File: config.mk
export PLATFORM = sky130hd
export DESIGN_NAME = logProduct
export DESIGN_NICKNAME = d
export VERILOG_FILES = /design/src/hw/nccPkg.sv /design/src/hw/logProduct.sv
export SDC_FILE = /design/constraint.sdc
export NUM_CORES = 1
export LEC_CHECK = 0
export BUFFER_PORTS_ARGS = -buffer_cell sky130_fd_sc_hd__buf_2
export CORE_AREA = 5 5 64 66
export DETAILED_ROUTE_END_ITERATION = 7
export DIE_AREA = 0 0 69 71
export MAX_ROUTING_LAYER = met4
export PLACE_DENSITY = 0.89
export SYNTH_ARGS = -nofsm -noshare
export SYNTH_HDL_FRONTEND = slang
export SYNTH_SLANG_ARGS = --single-unit
export TNS_END_PERCENT = 5
File: constraint.sdc
create_clock -name vclk -period 10
set_clock_uncertainty 0.1 [all_clocks]
set_input_delay 1.5 -clock vclk [all_inputs]
set_output_delay 1.5 -clock vclk [all_outputs]
set_load 0.02 [all_outputs]
File: src/hw/nccPkg.sv
package nccPkg;

	// pixel geometry
	localparam int PixelWidth = 9;
	// descriptor pixels per input beat
	localparam int BeatPixels = 4;

	// leading-one position, 0 to 8
	localparam int ExpWidth = 4;
	// Mitchell fraction, exact for 9-bit pixels
	localparam int LogFracWidth = 8;

	// signed product, magnitude up to 2^16
	localparam int ProdWidth = 18;
	// tree accumulator width
	localparam int SumWidth = 32;

	// one signed image or descriptor pixel
	typedef logic signed [PixelWidth-1:0] pixel_t;

	// element 3 is the first pixel in fill order
	typedef pixel_t [BeatPixels-1:0] descBeat_t;

	// log-domain pixel
	typedef struct packed {
		// pixel was zero, product forced to zero
		logic zero;
		// sign of the original pixel
		logic sign;
		// leading-one position of the magnitude
		logic [ExpWidth-1:0] exponent;
		// bits below the leading one, left aligned
		logic [LogFracWidth-1:0] fraction;
	} logPixel_t;

	// one PE output
	typedef logic signed [ProdWidth-1:0] product_t;

	// running and final tree sums
	typedef logic signed [SumWidth-1:0] sum_t;

endpackage

File: src/hw/logProduct.sv
`timescale 1ns/100ps

module logProduct (
	input nccPkg::logPixel_t descLog,
	input nccPkg::logPixel_t winLog,
	output nccPkg::product_t product
);
	import nccPkg::*;

	// implicit leading one plus fraction
	localparam int MantWidth = LogFracWidth + 1;
	// room for the largest shift, 8 + 8
	localparam int ScaleWidth = MantWidth + 2 * LogFracWidth;

	logic [ExpWidth:0] expSum;
	logic [ExpWidth:0] shiftExp;
	// fraction sum in units of 2^-8, top bit is the carry
	logic [LogFracWidth:0] fracSum;
	logic [MantWidth-1:0] mant;
	logic [ScaleWidth-1:0] scaled;
	logic [ProdWidth-2:0] magnitude;

	always_comb begin
		// log add
		expSum = descLog.exponent + winLog.exponent;
		fracSum = descLog.fraction + winLog.fraction;

		// on carry, 1+f becomes 2*(1+(f-1)), so bump the exponent
		mant = {1'b1, fracSum[LogFracWidth-1:0]};
		shiftExp = expSum + fracSum[LogFracWidth];

		// antilog, then drop the fraction bits
		scaled = ScaleWidth'(mant) << shiftExp;
		magnitude = scaled[ScaleWidth-1:LogFracWidth];

		// zero operand wins over everything
		if (descLog.zero || winLog.zero) begin
			product = '0;
		end else if (descLog.sign ^ winLog.sign) begin
			product = -$signed({1'b0, magnitude});
		end else begin
			product = $signed({1'b0, magnitude});
		end
	end

endmodule

-- After elaboration in Yosys (flattened, before gate mapping)
Cells that the tools add are included.
- input bits: 28
- register bits after elaboration: 0
- logic and storage cells: 9
- shift operators: 1
- bitwise gates (word level): 1
- add/subtract/negate cells: 4
- multiplexer cells: 2
- reductions and logical operators: 1
- operator list (operator ; number):
    18-bit two-way mux ; 2
    9-bit by 5-bit left shift with 25-bit output ; 1
    17-bit negator with 18-bit output ; 1
    8-bit by 8-bit adder with 9-bit output ; 1
    4-bit by 4-bit adder with 5-bit output ; 1
    5-bit by 1-bit adder with 5-bit output ; 1
    1-bit logical OR ; 1
    1-bit XOR ; 1

-- Longest topological paths before layout
- depth after elaboration: 6
- depth in mapped cells: 22

-- Worst setup path after synthesis
OpenSTA, ideal clock, no wires.
- path kind: input to output
- start: input port descLog[0] (netlist bit)
- end: output port product[14]
- slack: 2.407 ns
- stages: 21
- arrival time: 5.993 ns
- path buffers: 0
- required time: 8.400 ns
- path through: ha_1 > fa_1 > a211oi_4 > nor2_1 > o21a_1 > o21ai_0 > nand2b_1 > a21oi_1 > fa_1 > fa_1 > nor4_1 > o21ai_0 > o211ai_2 > a22oi_1 > mux2_2 > o211ai_1 > ha_1 > nor3b_4 > a41oi_1 > xor2_1 > nor2_1
- word-level cells in the longest chain between the ends: 6
- RTL lines (element ; RTL line ; RTL):
    start, declared ; logProduct.sv:4 ; input nccPkg::logPixel_t descLog,
    8-bit by 8-bit adder with 9-bit output * ; logProduct.sv:26 ; fracSum = descLog.fraction + winLog.fraction;
    5-bit by 1-bit adder with 5-bit output ; logProduct.sv:30 ; shiftExp = expSum + fracSum[LogFracWidth];
    9-bit by 5-bit left shift with 25-bit output * ; logProduct.sv:33 ; scaled = ScaleWidth'(mant) << shiftExp;
    17-bit negator with 18-bit output ; logProduct.sv:40 ; product = -$signed({1'b0, magnitude});
    18-bit two-way mux * ; logProduct.sv:39 ; end else if (descLog.sign ^ winLog.sign) begin
    18-bit two-way mux * ; logProduct.sv:37 ; if (descLog.zero || winLog.zero) begin
    end, declared ; logProduct.sv:6 ; output nccPkg::product_t product
Every way passes the cells marked *; elsewhere a longest branch is shown, timed or not.

-- Worst setup path after layout
Ends and elaborated chain as after synthesis.

==> results.md <==
* Crit end category: primary output
* Synth top area cells: nor2_1 7.8%, ha_1 7.1%, a21oi_1 5.5%, xnor2_1 5.4%, nand2_1 3.6%
* Routed vias at 2,645
* Pre-CTS setup slack at 1290 ps
* Routed WL per cell at 15.8 microns
* Worst Setup Slack, final at about 1200 ps
* Crit-path cells: buf_2 -> ha_1 -> fa_1 -> a211oi_4 -> nor2_1 -> o21a_1 -> o21ai_0 -> nand2b_1 -> a21oi_1 -> fa_1 -> fa_1 -> inv_1 -> nand3_1 -> o211ai_2 -> a22oi_1 -> mux2_2 -> o211ai_1 -> ha_1 -> nor3b_4 -> a41oi_1 -> xor2_1 -> nor2_1 -> buf_2
* Post-synth top area cell: nor2_1
* 1st-iter DRT viols at 307
* Syn Inst Count at slightly above 300
* Synth cell types at 76
* Tot GR Track Use at 23.5%
* TNS Setup at 0 ps
* Initial antenna violation count at 0
* CORE AREA at 3520 sq um
* Hold Path Stages at 5
* Warnings from Yosys at 0
* I/O pins at 46
* Post-CTS Repair Setup Buffers at 0
* Worst setup SP type: input port
* Max FO, Critical Path at 25
* Achievable clock frequency at 114 MHz
* Register area at 0 sq um
* First-pass GRT wire length at 10,000 microns
* Post-DRT Antenna Nets at 0
* Final Setup Violations at 0
* Final Hold Vio Count at 0
* Fin crit share at about 90%
* VDD IR-drop max at 108 uV
* Worst EP arrival at 7170 ps
* CP max stage cell: fa_1
* Initial core utilization at 59.8%
* Power per cell area at approximately 160 nW/um^2
* Post-DP HPWL at 4740 microns
* Lkg Pwr at just under 1 nW
* Synth cell count leaders: 44 x nor2_1, 23 x a21oi_1, 20 x nand2_1
* Synth-to-layout area growth at 10.3%
* DRT Pass-1 Iters at 5
* Remaining DRCs at 0
* Least-Margin Pin Slew at about 900 ps
* Post-Syn Area at 2110 sq um
* Fin nets at 384
* Number of diodes at 0
* DIE WIDTH at about 69 microns
* Cell with the most instances after synthesis: nor2_1
* Hold-fix buffer count after cts at 0
* Port Buffer Count at 46
* Most numerous cell on the critical path: fa_1
* WS Path Type: input port to primary output
* Max_slew headroom at 41.3%
* Status: complete, no violations
* Max-cap violations at 0
* Slew Viols, Final at 0
* Slowest cell delay on critical path at 720 ps
* Die Height at 71 microns
* Seq/Total Area, Yosys at 0%
* Share of cells above drive strength 1 at 21.2%
* Crit path buf inv count at 3
* Crit path depth at 23
* Standard-cell rows at 22
* Top cell type's share of synthesized area at 7.84%
* Mapped Avg Cell Area at 6.80 sq um
* # resized after CTS at 0
* RSZ-0062 raised after global routing: no
* Worst EP required at 8400 ps
* Vias per std cell at between 6 and 7
* Total gr overflow at 0
* WL final at 6110 microns
* Post-Syn Nets at 353
* Clk_buf instances at 0
* Largest net degree at the start of global routing at 27
* Final min period at around 8800 ps
* Die area at 4900 sq um
* Family with the most delay on the worst path: adder cells
* Seq cells at 0
* Number of global-route vias before repair at 2,281
* HP Class: input port to primary output
* Final GP Congestion at 1.01
[final cells by class]
cell class / count / area (sq um)
multi-input combinational: 277 / 1970
fill: 328 / 1200
inverter: 14 / 52.6
tap: 48 / 60.1
timing repair buffer: 48 / 245
[worst min-delay path, delay by kind of cell]
family / cells / cell delay [ps]
multiplexers: 1 / 60
AND/OR/NAND/NOR: 2 / 130
buffers and inverters: 2 / 240
[cells in the final DEF (no fill, tap or decap), types with 4 or more instances in the layout]
master	count
buf_2	46
nor2_1	44
a21oi_1	23
nand2_1	20
o21ai_0	15
inv_1	14
xnor2_1	13
ha_1	12
nor3_1	11
nand3_1	10
a31oi_1	8
xor2_1	6
a21o_1	5
a22oi_1	5
o22ai_1	5
nand4_1	4
[stage by stage]
| step | std cells | hold WS, ps | power [mW] | util (%) | cell area [sq um] |
|---|---|---|---|---|---|
| after global routing | 387 | 3350 | 0.399 | 65.9 | 2320 |
| after global placement | 387 | 3300 | 0.352 | 65.9 | 2320 |
| after CTS | 387 | 3330 | 0.359 | 65.9 | 2320 |
| after floorplan | 310 | 3140 | 0.290 | - | 2110 |
| after detailed placement | 387 | 3320 | 0.357 | 65.9 | 2320 |
| final | 387 | 3330 | 0.368 | 65.9 | 2320 |
[worst paths after layout]
path	end	start
setup / recovery	product[14]	descLog[0]
hold / removal	product[15]	descLog[13]
[where the power goes]
part | switching (mW) | total [mW] | internal [mW]
sequential | 0 | 0 | 0
clock | 0 | 0 | 0
combinational | 0.231 | 0.368 | 0.137
total | 0.231 | 0.368 | 0.137
[cell families after synthesis]
logic type      share of synthesized area, %
compound gates                          43.9
xor+xnor                                7.90
fa+ha+maj                               9.98
buf+inv                                 6.71
mux                                     1.96
simple gates                            29.5
[routing by layer]
metal / GRT usage [%] / vias to the layer above / routed length (microns)
met3: 1.99 / 21 / 552
met4: 5.86 / 0 / 151
li1: - / 1265 / -
met5: - / - / 0
met1: 30.9 / 1211 / 2550
met2: 38.9 / 148 / 2850
Note: power is estimated with default switching activity, not from simulation.
